### config.mk
export PLATFORM = sky130hd
export DESIGN_NAME = tetrisCore
export DESIGN_NICKNAME = d
export VERILOG_FILES = /design/src/verilog/tetrisPkg.sv /design/src/verilog/pieceGenerator.sv /design/src/verilog/pieceQueue.sv /design/src/verilog/pieceDropper.sv /design/src/verilog/tetrisCore.sv
export VERILOG_INCLUDE_DIRS = /design/src /design/src/verilog
export SDC_FILE = /design/constraint.sdc
export NUM_CORES = 1
export LEC_CHECK = 0
export ABC_AREA = 1
export BUFFER_PORTS_ARGS = -buffer_cell sky130_fd_sc_hd__buf_2
export CORE_ASPECT_RATIO = 2
export CORE_UTILIZATION = 30
export CTS_BUF_LIST = sky130_fd_sc_hd__clkbuf_8
export DETAILED_ROUTE_END_ITERATION = 10
export PLACE_DENSITY_LB_ADDON = 0.08
export SLEW_MARGIN = 20
export SYNTH_ARGS = -nofsm -noshare
export SYNTH_HDL_FRONTEND = slang
export SYNTH_HIERARCHICAL = 1
export SYNTH_SLANG_ARGS = --single-unit
### constraint.sdc
create_clock -name clk -period 3.82 [get_ports clk]
set_input_delay 0.573 -clock clk [delete_from_list [all_inputs] [get_ports clk]]
set_output_delay 0.573 -clock clk [all_outputs]
set_load 0.01 [all_outputs]
### src/verilog/tetris_macros.svh
`ifndef TETRIS_MACROS_SVH
`define TETRIS_MACROS_SVH

// Row 0 is the top of the board and row 19 the floor
`define TETRIS_ROWS 20
`define TETRIS_COLS 10

// Queue slots and the generator's starting credit
`define TETRIS_QUEUE_DEPTH 4

// Galois LFSR that shifts right
`define TETRIS_LFSR_SEED 16'hACE1
`define TETRIS_LFSR_TAPS 16'hB400

// Column of the spawn anchor
// The shape window starts one column to its left
`define TETRIS_SPAWN_COL 4

`endif

### src/verilog/tetrisPkg.sv
`default_nettype none

`include "tetris_macros.svh"

package tetrisPkg;

    typedef enum logic [2:0] {
        LINE      = 3'd0,
        SQUARE    = 3'd1,
        L         = 3'd2,
        REVERSE_L = 3'd3,
        S         = 3'd4,
        Z         = 3'd5,
        T         = 3'd6
    } pieceKind; // 3'd7 is never issued

    typedef struct packed {
        pieceKind    kind;
        logic [11:0] serial; // Piece number from 0
    } pieceToken;

    typedef logic [`TETRIS_COLS-1:0] boardRow; // Bit c is column c

endpackage

`default_nettype wire

### src/verilog/pieceGenerator.sv
`timescale 1ns/1ps
`default_nettype none

`include "tetris_macros.svh"

module pieceGenerator (
    input  logic                 clk,
    input  logic                 rst,
    input  logic                 genCredit,
    output tetrisPkg::pieceToken genPiece,
    output logic                 genValid
);
    import tetrisPkg::*;

    localparam int creditBits = $clog2(`TETRIS_QUEUE_DEPTH + 1);

    logic [15:0]           lfsr;
    logic [15:0]           lfsrNext;
    logic [2:0]            draw;
    logic [creditBits-1:0] credit;
    logic [11:0]           serial;
    logic                  drawOk;
    logic                  issue;

    // Three LFSR steps, first bit out lands in draw[0]
    always_comb begin
        lfsrNext = lfsr;
        draw = '0;
        for (int i = 0; i < 3; i++) begin
            draw[i] = lfsrNext[0];
            lfsrNext = (lfsrNext >> 1) ^ (lfsrNext[0] ? `TETRIS_LFSR_TAPS : 16'h0000);
        end
    end

    assign drawOk = draw != 3'd7;
    assign issue  = drawOk && credit != '0;

    always_ff @(posedge clk or posedge rst) begin
        if (rst) begin
            lfsr     <= `TETRIS_LFSR_SEED;
            credit   <= creditBits'(`TETRIS_QUEUE_DEPTH);
            serial   <= '0;
            genValid <= 1'b0;
        end else begin
            if (issue || !drawOk) begin // Hold a good draw while out of credit
                lfsr <= lfsrNext;
            end
            credit   <= credit - creditBits'(issue) + creditBits'(genCredit);
            serial   <= serial + 12'(issue);
            genValid <= issue;
        end
    end

    always_ff @(posedge clk) begin
        if (issue) begin
            genPiece <= '{kind: pieceKind'(draw), serial: serial};
        end
    end

    // Queue returns no more credit than it has slots
    assert property (@(posedge clk) disable iff (rst)
        credit <= creditBits'(`TETRIS_QUEUE_DEPTH));

endmodule

`default_nettype wire

### src/verilog/pieceQueue.sv
`timescale 1ns/1ps
`default_nettype none

`include "tetris_macros.svh"

module pieceQueue (
    input  logic                 clk,
    input  logic                 rst,
    input  tetrisPkg::pieceToken genPiece,
    input  logic                 genValid,
    output logic                 genCredit,
    output tetrisPkg::pieceToken nextPiece,
    output logic                 nextValid,
    input  logic                 nextCredit
);
    import tetrisPkg::*;

    localparam int ptrBits   = $clog2(`TETRIS_QUEUE_DEPTH);
    localparam int countBits = $clog2(`TETRIS_QUEUE_DEPTH + 1);

    pieceToken            slots [`TETRIS_QUEUE_DEPTH];
    logic [ptrBits-1:0]   wrPtr;
    logic [ptrBits-1:0]   rdPtr;
    logic [countBits-1:0] count;
    logic                 dropCredit; // Dropper's single slot credit
    logic                 pop;

    assign nextValid = dropCredit && count != '0;
    assign nextPiece = slots[rdPtr];
    assign pop       = nextValid;
    assign genCredit = pop; // Slot freed in the cycle it leaves

    always_ff @(posedge clk or posedge rst) begin
        if (rst) begin
            wrPtr      <= '0;
            rdPtr      <= '0;
            count      <= '0;
            dropCredit <= 1'b1;
        end else begin
            if (genValid) begin
                wrPtr <= wrPtr + 1'b1; // Depth is a power of two
            end
            if (pop) begin
                rdPtr <= rdPtr + 1'b1;
            end
            count      <= count + countBits'(genValid) - countBits'(pop);
            dropCredit <= (dropCredit && !pop) || nextCredit;
        end
    end

    always_ff @(posedge clk) begin
        if (genValid) begin
            slots[wrPtr] <= genPiece;
        end
    end

    // Generator credit keeps writes out of a full buffer
    assert property (@(posedge clk) disable iff (rst)
        genValid |-> count < countBits'(`TETRIS_QUEUE_DEPTH));

    // Every pop reads a slot that the write pointer has already filled
    assert property (@(posedge clk) disable iff (rst)
        pop |-> (rdPtr != wrPtr || count == countBits'(`TETRIS_QUEUE_DEPTH)));

endmodule

`default_nettype wire

### src/verilog/pieceDropper.sv
`timescale 1ns/1ps
`default_nettype none

`include "tetris_macros.svh"

module pieceDropper (
    input  logic                                     clk,
    input  logic                                     rst,
    input  logic                                     step,
    input  tetrisPkg::pieceToken                     nextPiece,
    input  logic                                     nextValid,
    output logic                                     nextCredit,
    output tetrisPkg::boardRow [`TETRIS_ROWS-1:0]    board,
    output tetrisPkg::boardRow [`TETRIS_ROWS-1:0]    activeMask,
    output tetrisPkg::pieceKind                      activeKind,
    output logic [11:0]                              activeSerial,
    output logic                                     pieceLocked,
    output logic [15:0]                              linesCleared,
    output logic                                     gameOver
);
    import tetrisPkg::*;

    localparam int rowBits = $clog2(`TETRIS_ROWS);

    typedef enum logic [1:0] {IDLE, FALLING, CLEARING, OVER} dropState;

    // Element r is row offset r and bit i is column SPAWN_COL-1+i
    function automatic logic [3:0][3:0] shapeOf(pieceKind k);
        case (k)
            LINE:      shapeOf = {4'b0010, 4'b0010, 4'b0010, 4'b0010};
            SQUARE:    shapeOf = {4'b0000, 4'b0000, 4'b0110, 4'b0110};
            L:         shapeOf = {4'b0000, 4'b0110, 4'b0010, 4'b0010};
            REVERSE_L: shapeOf = {4'b0000, 4'b0110, 4'b0100, 4'b0100};
            S:         shapeOf = {4'b0000, 4'b0000, 4'b0110, 4'b1100};
            Z:         shapeOf = {4'b0000, 4'b0000, 4'b1100, 4'b0110};
            T:         shapeOf = {4'b0000, 4'b0000, 4'b0111, 4'b0010};
            default:   shapeOf = '0;
        endcase
    endfunction

    function automatic logic [2:0] shapeHeight(pieceKind k);
        case (k)
            LINE:         shapeHeight = 3'd4;
            L, REVERSE_L: shapeHeight = 3'd3;
            default:      shapeHeight = 3'd2;
        endcase
    endfunction

    // Rows past the floor are clipped
    function automatic logic [`TETRIS_ROWS-1:0][`TETRIS_COLS-1:0] placeShape(
        pieceKind k,
        logic [rowBits-1:0] top
    );
        logic [`TETRIS_ROWS-1:0][`TETRIS_COLS-1:0] m;
        logic [3:0][3:0] s;
        s = shapeOf(k);
        m = '0;
        for (int r = 0; r < 4; r++) begin
            if (int'(top) + r < `TETRIS_ROWS) begin
                m[int'(top) + r] = boardRow'(s[r]) << (`TETRIS_SPAWN_COL - 1);
            end
        end
        return m;
    endfunction

    dropState                         state;
    pieceToken                        active;
    logic [rowBits-1:0]               rowPos;  // Top row of the falling piece
    logic [rowBits-1:0]               scanRow; // Row under test while clearing
    boardRow [`TETRIS_ROWS-1:0]       curMask;
    boardRow [`TETRIS_ROWS-1:0]       lowerMask;
    boardRow [`TETRIS_ROWS-1:0]       spawnMask;
    boardRow [`TETRIS_ROWS-1:0]       shiftedBoard;
    logic                             canDrop;
    logic                             rowFull;
    logic                             clearDone;

    assign curMask   = placeShape(active.kind, rowPos);
    assign lowerMask = placeShape(active.kind, rowPos + 1'b1);
    assign spawnMask = placeShape(nextPiece.kind, '0);

    assign canDrop = (int'(rowPos) + int'(shapeHeight(active.kind)) < `TETRIS_ROWS)
                     && ((lowerMask & board) == '0);

    assign rowFull   = board[scanRow] == '1;
    assign clearDone = state == CLEARING && !rowFull && scanRow == '0;

    // Drop every row above the full one by one
    always_comb begin
        shiftedBoard = board;
        for (int r = 1; r < `TETRIS_ROWS; r++) begin
            if (r <= int'(scanRow)) begin
                shiftedBoard[r] = board[r - 1];
            end
        end
        shiftedBoard[0] = '0;
    end

    always_ff @(posedge clk or posedge rst) begin
        if (rst) begin
            state        <= IDLE;
            rowPos       <= '0;
            scanRow      <= '0;
            board        <= '0;
            linesCleared <= '0;
            pieceLocked  <= 1'b0;
        end else begin
            pieceLocked <= 1'b0;
            case (state)
                IDLE: begin
                    if (nextValid) begin
                        rowPos <= '0;
                        state  <= ((spawnMask & board) == '0) ? FALLING : OVER;
                    end
                end
                FALLING: begin
                    if (step && canDrop) begin
                        rowPos <= rowPos + 1'b1;
                    end else if (step) begin // Blocked below so lock in place
                        board       <= board | curMask;
                        pieceLocked <= 1'b1;
                        scanRow     <= rowBits'(`TETRIS_ROWS - 1);
                        state       <= CLEARING;
                    end
                end
                CLEARING: begin
                    if (rowFull) begin // Same row is checked again after the shift
                        board        <= shiftedBoard;
                        linesCleared <= linesCleared + 16'd1;
                    end else if (scanRow == '0) begin
                        state <= IDLE;
                    end else begin
                        scanRow <= scanRow - 1'b1;
                    end
                end
                default: begin
                    // Game over freezes everything until reset
                end
            endcase
        end
    end

    always_ff @(posedge clk) begin
        if (state == IDLE && nextValid) begin
            active <= nextPiece;
        end
    end

    assign activeMask   = (state == FALLING || state == OVER) ? curMask : '0;
    assign activeKind   = active.kind;
    assign activeSerial = active.serial;
    assign gameOver     = state == OVER;
    assign nextCredit   = clearDone; // Slot credit back to the queue

    assert property (@(posedge clk) disable iff (rst)
        state == FALLING |-> $countones(activeMask) == 4);

    // Spawn and descent checks keep the falling piece off the stack
    assert property (@(posedge clk) disable iff (rst)
        state == FALLING |-> (activeMask & board) == '0);

endmodule

`default_nettype wire

### src/verilog/tetrisCore.sv
`timescale 1ns/1ps
`default_nettype none

`include "tetris_macros.svh"

module tetrisCore (
    input  logic                                  clk,
    input  logic                                  rst,
    input  logic                                  step,
    output tetrisPkg::boardRow [`TETRIS_ROWS-1:0] board,
    output tetrisPkg::boardRow [`TETRIS_ROWS-1:0] activeMask,
    output tetrisPkg::pieceKind                   activeKind,
    output logic [11:0]                           activeSerial,
    output logic                                  pieceLocked,
    output logic [15:0]                           linesCleared,
    output logic                                  gameOver
);
    import tetrisPkg::*;

    pieceToken genPiece;
    logic      genValid;
    logic      genCredit;
    pieceToken nextPiece;
    logic      nextValid;
    logic      nextCredit;

    pieceGenerator generator (
        .clk       (clk),
        .rst       (rst),
        .genCredit (genCredit),
        .genPiece  (genPiece),
        .genValid  (genValid)
    );

    pieceQueue queue (
        .clk        (clk),
        .rst        (rst),
        .genPiece   (genPiece),
        .genValid   (genValid),
        .genCredit  (genCredit),
        .nextPiece  (nextPiece),
        .nextValid  (nextValid),
        .nextCredit (nextCredit)
    );

    pieceDropper dropper (
        .clk          (clk),
        .rst          (rst),
        .step         (step),
        .nextPiece    (nextPiece),
        .nextValid    (nextValid),
        .nextCredit   (nextCredit),
        .board        (board),
        .activeMask   (activeMask),
        .activeKind   (activeKind),
        .activeSerial (activeSerial),
        .pieceLocked  (pieceLocked),
        .linesCleared (linesCleared),
        .gameOver     (gameOver)
    );

endmodule

`default_nettype wire

# Yosys cells after proc, flatten, opt, wreduce, memory -nomap -nowiden
# Memories as Yosys holds them, arrays and structs flattened.
# Index checks and enable logic that the tools add are counted.
# W data, S select, Z words.
# word_totals
memories	1
ff_bits	299
ramBits	60
inputBits	3
out_inout_bits	433
wordCells	292
# mem_list
name	words	width	read_ports	rd_ports_with_merged_regs	write_ports	line_no	rtl
queue.slots	4	15	1	0	1	pieceQueue.sv:21	pieceToken slots [`TETRIS_QUEUE_DEPTH];
# op_classes
n_lt_le_gt_ge	45
add_sub_neg	17
bitwise_logic	8
reduce_logical	58
muxes	82
eq_ne	44
# ops
operator	n
$mux W200	12
$bwmux W200	6
$and A197 B200 Y200	2
$demux W10 S5	8
$logic_not A200 Y1	2
$pmux W200 S2	1
$mux W10	28
$lt A32 B6 Y1 const B	7
$and A200 B200 Y200	1
$and A35 B200 Y200	1
$or A200 B200 Y200	1
$pmux W14 S7	2
$ge A32 B1 Y1 const B	6
$lt A32 B7 Y1 const B	6
$reduce_and A5 Y1	20
$bmux W10 S5	1
$mux W16	3
$ne A2 B2 Y1 const B	24
$xor A15 B16 Y16	3
$le A4 B5 Y1 const A	8
$mux W5	6
$add A5 B2 Y6 const B	4
$le A3 B5 Y1 const A	4
$le A5 B5 Y1 const A	4
other kinds (40)	94

# Depth between registers and ports, before layout
# Gate-level depths: netlist of the first run.
# depth
depth_word	19
ltp_mapped	28
depth_no_buf	28

# Cells and area by module
# Netlist of the first run, hierarchy kept.
# modules_own_cells
mod	cells_each	area_each_um2	seq_area_each_um2	instances
pieceDropper	2139	13096.3	3178.0	1
pieceQueue	246	2839.0	2003.2	1
pieceGenerator	186	2072.0	1262.5	1

# Worst setup path before layout of the first run
# No wires, ideal clock.
# synth_path
path_type	flip-flop to flip-flop
from	reg dropper.rowPos[0]
to	reg dropper/board[44] (netlist name)
path_buffers	2
slack_ns	0.383
stages_incl_launch_ff	28
arrival_ns	3.319
setup_time_ns	0.118
cell_sequence	dfrtp_1 ha_1 inv_2 nand2_1 nand2_2 inv_1 ha_1 a21oi_1 inv_1 nand2_1 and2_1 nand3_1 nor2_1 inv_1 nand2_1 inv_1 nand2_1 nand2_1 nor2_1 nand2_1 nor2_1 nand2_1 nor2_2 a21oi_2 buf_4 buf_6 nand3_1 nand2_1
# synth_between
elab_chain_cells	19
word_cells_on_any_way	83
classes_between	add/sub (8); order compare (25); eq/ne (1); mux (33); bitwise (4); reduce/logical (12)
# synth_lines
element	line_no	rtl
start: declaration	pieceDropper.sv:68	logic [rowBits-1:0] rowPos;
start signal: assignment	pieceDropper.sv:118	rowPos <= rowPos + 1'b1;
branches (longest 19 deep; another with $ge A32 B1 Y1)	n/a	
end signal: assignment	pieceDropper.sv:120	board <= board | curMask;
end signal: assignment	pieceDropper.sv:128	board <= shiftedBoard;
end: declaration	pieceDropper.sv:13	output tetrisPkg::boardRow [`TETRIS_ROWS-1:0] board,
# Parallel ways; which one is timed is not known. The select of a mux whose other input is x is not followed.
# A chain may end at the register's enable or synchronous reset.

# Worst setup path in the final report of the first run
# layout_path
from	reg dropper.rowPos[0]
to	reg dropper/board[95] (netlist name)
# Same word-level chain as after synthesis.

==> results of run 1 <==
## layout make-up
type	instances	area, um2	share of cell area [%]
multi-input combinational	1863	10000	42.3
sequential	239	6450	27.2
timing repair buffer	539	4120	17.4
inverter	357	1380	5.80
tap	768	961	4.05
clock buffer	44	606	2.55
clock inverter	29	159	0.670
antenna	3	7.51	0.0317
## metrics by stage
step	instance area [um2]	hold WS (ns)	total power (uW)	setup WS (ns)
floorplan	18900	0.388	3010	0.373
global placement	20700	0.360	2840	-0.360
detailed placement	20700	0.360	2850	-0.423
CTS	22400	0.376	5250	-0.0469
global route	23700	0.377	5360	-0.145
finish	23700	0.370	5150	0.00292
## worst min-delay path by stage
stage               cells after the start                            startpoint                              endpoint  slack, ns
floorplan                               1                                   rst              queue/count[0]$_DFF_PP0_       0.39
global placement                        0   dropper/linesCleared[3]$_DFFE_PP0P_   dropper/linesCleared[3]$_DFFE_PP0P_       0.36
detailed placement                      0  dropper/linesCleared[14]$_DFFE_PP0P_  dropper/linesCleared[14]$_DFFE_PP0P_       0.36
CTS                                     0  dropper/linesCleared[14]$_DFFE_PP0P_  dropper/linesCleared[14]$_DFFE_PP0P_       0.38
global route                            0  dropper/linesCleared[14]$_DFFE_PP0P_  dropper/linesCleared[14]$_DFFE_PP0P_       0.38
finish                                  0  dropper/linesCleared[14]$_DFFE_PP0P_  dropper/linesCleared[14]$_DFFE_PP0P_       0.37
## report_power, final
group	total (uW)	leakage, uW	switching (uW)	internal [uW]
logic	151	0.00867	147	4.66
registers	2650	0.00224	0	2650
clock network	2350	0.000439	1210	1140
## layer usage
metal,share of wire (%),routed length [um],vias to the layer above
li1,-,-,8755
met2,53,49700,836
met3,5.2,4940,316
met1,33,31000,9224
met4,9.1,8560,4
met5,0.034,32,-
## placed cells by master, fill, tap and decap left out, types with 12 or more instances in the layout
master,instances
sky130_fd_sc_hd__buf_2,194
sky130_fd_sc_hd__nand4_1,47
sky130_fd_sc_hd__nand3_4,13
sky130_fd_sc_hd__dfrtp_1,137
sky130_fd_sc_hd__edfxtp_1,90
sky130_fd_sc_hd__a21oi_1,25
sky130_fd_sc_hd__ha_1,21
sky130_fd_sc_hd__nand2_1,508
sky130_fd_sc_hd__nand2_2,47
sky130_fd_sc_hd__a31oi_1,15
sky130_fd_sc_hd__nand3b_1,21
sky130_fd_sc_hd__o22ai_1,16
sky130_fd_sc_hd__nor2_2,40
sky130_fd_sc_hd__buf_6,39
sky130_fd_sc_hd__nor3_1,46
sky130_fd_sc_hd__conb_1,240
sky130_fd_sc_hd__nand3_2,29
sky130_fd_sc_hd__nand3_1,184
sky130_fd_sc_hd__nand2_4,13
sky130_fd_sc_hd__xor2_1,12
sky130_fd_sc_hd__o211ai_1,38
sky130_fd_sc_hd__o21ai_2,16
sky130_fd_sc_hd__nor2_4,54
sky130_fd_sc_hd__nor4_1,16
sky130_fd_sc_hd__buf_12,25
sky130_fd_sc_hd__inv_2,53
sky130_fd_sc_hd__buf_4,273
sky130_fd_sc_hd__inv_1,300
sky130_fd_sc_hd__o21ai_0,75
sky130_fd_sc_hd__o21ai_1,50
sky130_fd_sc_hd__clkbuf_8,44
sky130_fd_sc_hd__nor2_1,256
## critical path: cells and delay by family, from the launching register on
kind / cells / cell delay (ns)
AND/OR/NAND/NOR: 12 / 1.72
AO/OA/AOI/OAI: 2 / 0.24
buffers and inverters: 8 / 0.90
adder cells (fa/ha/maj): 2 / 0.44
flip-flops: 1 / 0.39
## what timing repair did
action | in CTS | in global routing
hold endpoints to repair | 7 | 0
resized for setup | 219 | 225
hold buffers | 1 | 0
setup endpoints to repair | 166 | 154
pin swaps | 36 | 97
setup buffers | 34 | 43
gates cloned | 0 | 6
## logic make-up after synthesis
logic type	count (synthesis)	share of synthesized area, %
other	1	0.0208
xor gates and xnor gates	21	1.02
adders and majority gates	30	2.17
AOI/OAI and AO/OA	275	9.16
buffers and inverters	708	20.6
DFF	239	35.8
and+or+nand+nor	1297	31.2
## state kept, by name, summed over array words and instances, names as in the netlist
signal                flops
generator/credit          3
generator/genPiece       15
dropper/activeKind        3
queue/wrPtr               2
dropper/linesCleared     16
queue/dropCredit          1
queue/count               3
generator/serial         12
dropper/state             2
generator/genValid        1
queue/slots              60
dropper/rowPos            5
dropper/board            80
queue/rdPtr               2
dropper/pieceLocked       1
generator/lfsr           16
dropper/activeSerial     12
dropper/scanRow           5
==> impl_metrics.py, run 1 <==
metrics = {
    "sta": {
        "fin_worst_skew_ns": 0.0552,
        "rsz0062_at_grt": "yes",
        "fin_crit_ns": 3.82,
        "final_max_slew_viol_count": 0,
        "fmax_ghz": 0.262,
        "timing.max_slew.rel_slack_pct": 39.9,
        "timing_worst_slew_pin_value_ns": 0.898,
        "setup_total_negative_slack_ns": 0,
        "fin_crit_sh_pct": 99.9,
        "hold_viol_final": 0,
        "setup_viol_count_final": 0,
    },
    "critical_path": {
        "biggest_cell_delay_along_the_critical_path_ns": 0.39,
        "regToRegStartpoint": "dropper/rowPos[0]$_DFFE_PP0P_",
        "startpoint_type": "register",
        "cell_chain_of_the_critical_path": "buf_6 -> inv_6 -> buf_4 -> ha_4 -> inv_1 -> ha_4 -> a21oi_4 -> inv_2 -> nand2_4 -> and2_4 -> buf_4 -> nand4_1 -> nand4_1 -> nand2_1 -> nor2_2 -> nand3_2 -> nor2_2 -> nand2_2 -> nor2_4 -> a21oi_4 -> buf_6 -> clkbuf_16 -> nand3b_1 -> nand2_1",
        "worst-endpoint-required_ns": 4.33,
        "startpoint": "dropper/rowPos[0]$_DFFE_PP0P_",
        "timing.reg2reg.worst_path_depth": 24,
        "ff2ff_setup_slack_ns": 0.003,
        "worst-setup-path-type": "reg2reg",
        "timing.critical_path.slowest_stage_cell": "sky130_fd_sc_hd__dfrtp_1",
        "critical_path_peak_fanout": 15,
        "arr_time_crit_path_ns": 4.33,
        "endpoint_class_of_the_critical_path": "register",
        "worstReg2RegEnd": "dropper/board[95]$_DFFE_PP0P_",
        "cp-endpoint": "dropper/board[95]$_DFFE_PP0P_",
    },
    "grt": {
        "global_route.usage.total_pct": 29.5,
        "vias_in_the_first_global_route": 18700,
        "grt_antenna_before_repair": 4,
        "global_route.usage.met2_pct": 56.0,
        "grt_first_pass_wirelength_um": 128000,
        "grt.met3_usage_pct": 4.34,
        "grt.busiest_layer": "met2",
        "grt_overflow": 0,
        "largest_net_degree_at_the_start_of_global_routing": 59,
        "groute.layer.met1.usage_pct": 28.6,
    },
    "logic_synthesis": {
        "synth-seq-cells": 239,
        "syn-instance-count": 2571,
        "most_numerous_cell_in_the_yosys_netlist": "sky130_fd_sc_hd__nand2_1",
        "synth.largest_area_cell": "sky130_fd_sc_hd__dfrtp_1",
        "synth_area_per_cell_um2": 7.00,
        "ys_top_cells_by_count": "562 x sky130_fd_sc_hd__nand2_1, 335 x sky130_fd_sc_hd__nor2_1, 334 x sky130_fd_sc_hd__inv_1",
        "async_reset_ff_share_pct": 62.3,
        "dominantRegCellSynth": "sky130_fd_sc_hd__dfrtp_1",
        "yosysWarnings": 6,
        "post_synth_main_area_contributors": "sky130_fd_sc_hd__dfrtp_1 19%, sky130_fd_sc_hd__edfxtp_1 15%, sky130_fd_sc_hd__nand2_1 12%",
        "netlist-cell-type-count": 51,
        "synth_top_area_share_pct": 19.3,
        "seq_area_frac_synth_pct": 35.8,
        "synth.cell_area_um2": 18000,
        "synth_edf_count": 90,
    },
    "final_layout": {
        "drive_above_1_share_pct": 30.3,
        "final_core_util_pct": 40.1,
        "post_layout_nonfiller_instances": 3842,
        "fin_nets": 3073,
        "n_fill_cell": 6338,
        "area_growth_pct": 31.6,
    },
    "clock_tree": {
        "cts.htree.levels": 2,
        "clock_root_buffer": "sky130_fd_sc_hd__clkbuf_8",
        "clkTransAtPathRegs_ns": 0.06,
        "cts_tree": "yes",
        "tritoncts_num_sinks": 239,
        "clock_latency_ns": 0.66,
        "cts-buffers-inserted": 40,
        "clock_path_buffers": 3,
    },
    "floorplanning": {
        "start_util_pct": 30.5,
        "die-height_um": 348,
        "die_width_um": 175,
        "num_ports": 436,
        "num_rows": 126,
        "core_area_um2": 59100,
        "die_area_um2": 61100,
    },
    "detailed_routing": {
        "num_vias": 19100,
        "vias_per_cell": 4.98,
        "dr.pass1.iters": 5,
        "wirelength_um": 94200,
        "drc_errors": 0,
        "drt_iter0_markers": 1150,
        "antenna_left": 0,
        "avgRoutedWirePerCell_um": 24.5,
    },
    "pwr": {
        "vdd.ir_drop.worst_v": 0.000202,
        "powerDensity_nw_per_um2": 217,
        "p_leak_uw": 0.0114,
    },
    "place": {
        "post-dp-hpwl_um": 71100,
        "dp.cells": 3690,
        "port_buf_inserts": 195,
        "gp_congestion": 1.02,
    },
    "hold_path": {
        "class_of_the_tightest_hold_or_removal_check": "reg2reg",
    },
    "run_status": {
        "outcome": "finished, final reports clean",
    },
    "job": {
        "drv.max_cap_violation_count": 0,
    },
}
Power figures use the tool's default switching activity.
==> run 2, diff against run 1 <==
MAX_ROUTING_LAYER = met4   (was not set)
==> impl_metrics.py, run 2 (same netlist as run 1, synthesis figures left out) <==
metrics = {
    "run_status": {
        "outcome": "complete, but fails checks",
        "violations": "negative setup slack",
    },
    "critical_path": {
        "critical-path-top-delay-family": "buffers and inverters",
        "timing.critical_path.slowest_stage_cell": "sky130_fd_sc_hd__dfrtp_1",
        "arr_time_crit_path_ns": 4.46,
        "critical-path-top-cell-by-count": "sky130_fd_sc_hd__buf_6",
        "biggest_cell_delay_along_the_critical_path_ns": 0.41,
        "critical_path_peak_fanout": 8,
        "worst-endpoint-required_ns": 4.31,
        "startpoint_type": "register",
        "worst-setup-path-type": "reg2reg",
        "timing.critical_path.buf_inv": 12,
        "endpoint_class_of_the_critical_path": "register",
    },
    "final_layout": {
        "fin_nets": 3111,
        "largest_register_ffs": 80,
        "final_cell_mix": "517 x sky130_fd_sc_hd__nand2_1, 316 x sky130_fd_sc_hd__buf_4, 306 x sky130_fd_sc_hd__inv_1",
        "layout_commonest_cell": "sky130_fd_sc_hd__nand2_1",
        "stdcell_area_um2": 23800,
        "area_growth_pct": 32.1,
        "post_layout_nonfiller_instances": 3879,
        "n_fill_cell": 6307,
        "largest-register": "dropper/board",
        "drive_above_1_share_pct": 29.7,
        "layout_top_registers": "dropper/board: 80 flops, queue/slots: 60 flops",
    },
    "grt": {
        "grt_overflow": 0,
        "global_route.usage.total_pct": 31.6,
        "largest_net_degree_at_the_start_of_global_routing": 63,
        "grt_first_pass_wirelength_um": 133000,
        "vias_in_the_first_global_route": 19100,
        "grt_antenna_before_repair": 3,
    },
    "pwr": {
        "p_leak_uw": 0.0115,
        "power.share.combinational_pct": 2.8,
        "net_switching_power_uw": 1380,
        "vdd.ir_drop.worst_v": 0.000329,
        "internal_power_uw": 3980,
        "powerDensity_nw_per_um2": 226,
        "switching_share_pct": 25.8,
        "power.share.sequential_pct": 49.3,
        "clock_network_fraction_of_total_power_pct": 47.9,
    },
    "sta": {
        "setup_viol_count_final": 98,
        "final_max_slew_viol_count": 0,
        "hold_viol_final": 0,
        "fin_worst_skew_ns": 0.0595,
        "layout_setup_ws_ns": -0.153,
        "timing.max_slew.rel_slack_pct": 43.1,
        "fin_crit_ns": 3.97,
        "timing_worst_slew_pin_value_ns": 0.853,
        "rsz0062_at_grt": "yes",
        "fin_crit_sh_pct": 104,
        "fmax_ghz": 0.252,
    },
    "floorplanning": {
        "num_rows": 126,
        "core_area_um2": 59100,
        "die_area_um2": 61100,
        "num_ports": 436,
        "start_util_pct": 30.5,
        "die-height_um": 348,
        "die_width_um": 175,
    },
    "clock_tree": {
        "clock_path_buffers": 3,
        "cts_tree": "yes",
        "tritoncts_num_sinks": 239,
        "clock_root_buffer": "sky130_fd_sc_hd__clkbuf_8",
        "clock_latency_ns": 0.64,
        "cts-buffers-inserted": 40,
        "clkTransAtPathRegs_ns": 0.07,
        "cts.htree.levels": 2,
    },
    "place": {
        "placedInstanceArea_um2": 21000,
        "dp.cells": 3721,
        "gp_congestion": 1.00,
        "post-dp-hpwl_um": 73900,
        "port_buf_inserts": 195,
    },
    "detailed_routing": {
        "wl_met2_um": 51100,
        "dr.pass1.iters": 5,
        "vias_per_cell": 4.91,
        "wl_met1_um": 31400,
        "drc_errors": 0,
        "avgRoutedWirePerCell_um": 24.4,
        "wirelength_um": 94800,
        "antenna_left": 0,
        "num_vias": 19100,
        "drt_iter0_markers": 1266,
        "met3WireLength_um": 4650,
        "highest_routed_layer": "met4",
    },
    "job": {
        "drv.max_cap_violation_count": 0,
    },
    "hold_path": {
        "class_of_the_tightest_hold_or_removal_check": "reg2reg",
    },
}
[run 2: cell types whose count changed in the layout (fill, tap and decap cells not counted), moves of 6 or more]
cell / previous run / this run
sky130_fd_sc_hd__inv_1: 300 / 306
sky130_fd_sc_hd__buf_4: 273 / 316
sky130_fd_sc_hd__nor2_1: 256 / 276
sky130_fd_sc_hd__nor2_4: 54 / 35
sky130_fd_sc_hd__buf_6: 39 / 32
sky130_fd_sc_hd__inv_2: 53 / 41
sky130_fd_sc_hd__clkinv_2: 8 / 14
sky130_fd_sc_hd__nand2_1: 508 / 517
sky130_fd_sc_hd__nand2_2: 47 / 39
[run 2: worst paths after layout]
kind / startpoint / endpoint / slack, ns / cells past startpoint
worst min-delay path: dropper/linesCleared[2]$_DFFE_PP0P_ / dropper/linesCleared[2]$_DFFE_PP0P_ / 0.37 / 0
worst max-delay path: dropper/rowPos[0]$_DFFE_PP0P_ / dropper/board[15]$_DFFE_PP0P_ / -0.15 / 30
max in group asynchronous: rst / dropper/linesCleared[15]$_DFFE_PP0P_ / 2.36 / 4
worst min register to register: dropper/linesCleared[2]$_DFFE_PP0P_ / dropper/linesCleared[2]$_DFFE_PP0P_ / 0.37 / 0
min in group asynchronous: rst / queue/count[1]$_DFF_PP0_ / 0.48 / 3
worst max register to register: dropper/rowPos[0]$_DFFE_PP0P_ / dropper/board[15]$_DFFE_PP0P_ / -0.15 / 30
[run 2: area by class of cell]
type | instances | area (um2) | share of cell area, %
multi-input combinational | 1863 | 9760 | 41.0
sequential | 239 | 6450 | 27.1
timing repair buffer | 577 | 4400 | 18.5
inverter | 357 | 1370 | 5.76
tap | 768 | 961 | 4.04
clock buffer | 43 | 592 | 2.49
clock inverter | 30 | 256 | 1.08
antenna | 2 | 5.00 | 0.0210
[run 2: power by group through the flow]
stage / Combinational [uW] / Clock [uW] / Sequential [uW]
6_report: 151 / 2570 / 2650
5_1_grt: 170 / 2740 / 2650
3_5_place_dp: 148 / 0 / 2700
4_1_cts: 149 / 2660 / 2650
2_1_floorplan: 308 / 0 / 2700
3_3_place_gp: 148 / 0 / 2700
[run 2: metrics by stage]
stage / TNS, ns / power (uW) / utilization (%) / setup slack, ns / hold slack [ns]
floorplan: 0 / 3010 / - / 0.373 / 0.388
global placement: -54.99 / 2850 / 35.5 / -0.646 / 0.360
detailed placement: -53.91 / 2850 / 35.5 / -0.631 / 0.361
CTS: -6.79 / 5460 / 39.4 / -0.191 / 0.377
global route: -24.70 / 5550 / 40.2 / -0.306 / 0.388
finish: -5.72 / 5370 / 40.2 / -0.153 / 0.373
[run 2: worst register-to-register path, delay by kind of cell, from the launching register on]
family / cells / cell delay (ns)
flops: 1 / 0.41
buf+inv: 12 / 1.63
simple gates: 16 / 1.57
compound gates: 1 / 0.05
fa+ha+maj: 1 / 0.18
[run 2: what timing repair did]
item / in CTS / in global routing
endpoints found under the hold margin: 7 / 0
setup buffers: 64 / 15
resized for setup: 243 / 102
gates cloned: 5 / 1
pin swaps: 63 / 59
hold buffers: 1 / 0
endpoints found under the setup margin: 169 / 164
[run 2: routing by layer]
layer,up-vias,track usage [%]
met5,-,-
met4,0,21.6
met3,274,4.05
met2,774,59.1
met1,9203,29.6
li1,8800,-
==> run 3, diff against run 2 <==
==> constraint.sdc (replaced) <==
create_clock -name clk -period 3.82 [get_ports clk]
set_input_delay 0.191 -clock clk [delete_from_list [all_inputs] [get_ports clk]]
set_output_delay 0.191 -clock clk [all_outputs]
set_load 0.01 [all_outputs]
==> impl_metrics.py, run 3 (same netlist as run 1, synthesis figures left out) <==
metrics = {
    "run_status": {
        "outcome": "finished, final reports clean",
    },
    "floorplanning": {
        "die_area_um2": 61100,
        "num_rows": 126,
        "start_util_pct": 30.5,
        "num_ports": 436,
        "die_width_um": 175,
        "die-height_um": 348,
        "core_area_um2": 59100,
    },
    "clock_tree": {
        "clock_path_buffers": 3,
        "cts.htree.levels": 2,
        "cts_tree": "yes",
        "clock_latency_ns": 0.66,
        "clock_root_buffer": "sky130_fd_sc_hd__clkbuf_8",
        "clkTransAtPathRegs_ns": 0.06,
        "cts-buffers-inserted": 40,
        "tritoncts_num_sinks": 239,
    },
    "place": {
        "post-dp-hpwl_um": 71900,
        "port_buf_inserts": 195,
        "gp_congestion": 1.04,
    },
    "critical_path": {
        "regToRegStartpoint": "dropper/rowPos[1]$_DFFE_PP0P_",
        "timing.reg2reg.worst_path_depth": 24,
        "worstReg2RegEnd": "dropper/board[56]$_DFFE_PP0P_",
        "worst-setup-path-type": "reg2reg",
        "critical_path_peak_fanout": 6,
        "worst-endpoint-required_ns": 4.33,
        "startpoint_type": "register",
        "arr_time_crit_path_ns": 4.29,
        "ff2ff_setup_slack_ns": 0.04,
        "endpoint_class_of_the_critical_path": "register",
    },
    "detailed_routing": {
        "vias_per_cell": 4.85,
        "avgRoutedWirePerCell_um": 23.9,
        "drc_errors": 0,
        "wirelength_um": 90900,
        "drt_iter0_markers": 1032,
        "antenna_left": 0,
        "num_vias": 18500,
        "dr.pass1.iters": 6,
    },
    "sta": {
        "hold_viol_final": 0,
        "setup_viol_count_final": 0,
        "fmax_ghz": 0.264,
        "fin_crit_sh_pct": 99.0,
        "hold_ws_ns": 0.0964,
        "timing_worst_slew_pin_value_ns": 0.879,
        "timing.max_slew.rel_slack_pct": 41.4,
        "fin_crit_ns": 3.78,
        "fin_worst_skew_ns": 0.0572,
        "rsz0062_at_grt": "yes",
        "final_max_slew_viol_count": 0,
    },
    "pwr": {
        "powerDensity_nw_per_um2": 234,
        "vdd.ir_drop.worst_v": 0.000290,
        "power.total_uw": 5380,
        "p_leak_uw": 0.0112,
    },
    "grt": {
        "grt_overflow": 0,
        "grt_first_pass_wirelength_um": 126000,
        "global_route.usage.total_pct": 30.0,
        "largest_net_degree_at_the_start_of_global_routing": 56,
        "grt_antenna_before_repair": 2,
        "vias_in_the_first_global_route": 18200,
    },
    "final_layout": {
        "largest_register_ffs": 80,
        "layout_commonest_cell": "sky130_fd_sc_hd__nand2_1",
        "final_core_util_pct": 38.9,
        "n_fill_cell": 6411,
        "area_growth_pct": 27.8,
        "layout_top_registers": "dropper/board: 80 flops, queue/slots: 60 flops",
        "final_cell_mix": "521 x sky130_fd_sc_hd__nand2_1, 331 x sky130_fd_sc_hd__inv_1, 286 x sky130_fd_sc_hd__nor2_1",
        "fin_nets": 3039,
        "largest-register": "dropper/board",
        "drive_above_1_share_pct": 26.5,
    },
    "hold_path": {
        "class_of_the_tightest_hold_or_removal_check": "in2async",
    },
    "job": {
        "drv.max_cap_violation_count": 0,
    },
}
run 3: area by class of cell:
type	count	area, um2	area share (%)
antenna	2	5.00	0.0218
clock buffer	46	633	2.75
clock inverter	28	240	1.04
inverter	357	1350	5.86
multi-input combinational	1864	9660	42.0
sequential	239	6450	28.0
tap	768	961	4.18
timing repair buffer	504	3710	16.1
run 3: routing by layer:
metal	share of wire, %	track usage [%]	up-vias
met1	33	28.2	8783
li1	-	-	8683
met5	0	-	-
met3	4.9	3.83	266
met4	8.6	21.4	0
met2	53	55.4	736
run 3: worst max path at each step:
stage                                  startpoint                            end  slack, ns  cells after the start
finish              dropper/rowPos[1]$_DFFE_PP0P_  dropper/board[56]$_DFFE_PP0P_       0.04                     24
floorplan           dropper/rowPos[0]$_DFFE_PP0P_  dropper/board[44]$_DFFE_PP0P_       0.38                     27
global route        dropper/rowPos[1]$_DFFE_PP0P_  dropper/board[56]$_DFFE_PP0P_      -0.06                     24
detailed placement  dropper/rowPos[0]$_DFFE_PP0P_  dropper/board[15]$_DFFE_PP0P_      -0.76                     28
global placement    dropper/rowPos[0]$_DFFE_PP0P_  dropper/board[15]$_DFFE_PP0P_      -0.80                     28
CTS                 dropper/rowPos[0]$_DFFE_PP0P_  dropper/board[15]$_DFFE_PP0P_    -0.0002                     29
run 3: per-stage QoR:
stage | setup TNS (ns) | cell area (um2) | instances | setup WS, ns
global placement | -68.74 | 20700 | 3686 | -0.805
floorplan | 0 | 18900 | 2810 | 0.383
detailed placement | -65.45 | 20700 | 3686 | -0.761
global route | -1.17 | 23000 | 3808 | -0.0580
finish | 0 | 23000 | 3808 | 0.0377
CTS | -0.000151 | 22300 | 3781 | -0.000151
run 3: repair_timing:
item	in CTS	in global routing
endpoints found under the hold margin	85	0
buffers inserted	18	24
gates resized for setup	127	138
cloned	2	4
pin swaps	28	65
endpoints found under the setup margin	130	120
hold buffers	1	0
run 3: report_power, final:
part           internal [uW]  switching (uW)  total, uW
Sequential              2650               0       2650
Combinational           4.66             146        151
Clock                   1390            1200       2580
Total                   4040            1340       5380
run 3: worst max-delay path, stage by stage, from the launching register on:
cell and delay (ns):
sky130_fd_sc_hd__dfrtp_1 0.38, sky130_fd_sc_hd__buf_4 0.14, sky130_fd_sc_hd__buf_6 0.12, sky130_fd_sc_hd__ha_4 0.17, sky130_fd_sc_hd__nand3_4 0.14, sky130_fd_sc_hd__nand2_8 0.09, sky130_fd_sc_hd__nor2_4 0.15, sky130_fd_sc_hd__nand3_2 0.11
sky130_fd_sc_hd__nand2_4 0.13, sky130_fd_sc_hd__buf_12 0.15, sky130_fd_sc_hd__buf_6 0.10, sky130_fd_sc_hd__nand4_1 0.10, sky130_fd_sc_hd__buf_4 0.18, sky130_fd_sc_hd__nand4_1 0.22, sky130_fd_sc_hd__nand2_1 0.11, sky130_fd_sc_hd__nor2_2 0.16
sky130_fd_sc_hd__nand3_2 0.11, sky130_fd_sc_hd__nor2_2 0.13, sky130_fd_sc_hd__nand2_2 0.07, sky130_fd_sc_hd__nor2_4 0.17, sky130_fd_sc_hd__a21oi_4 0.08, sky130_fd_sc_hd__buf_6 0.14, sky130_fd_sc_hd__buf_8 0.14, sky130_fd_sc_hd__nand3b_1 0.23
sky130_fd_sc_hd__nand2_1 0.08
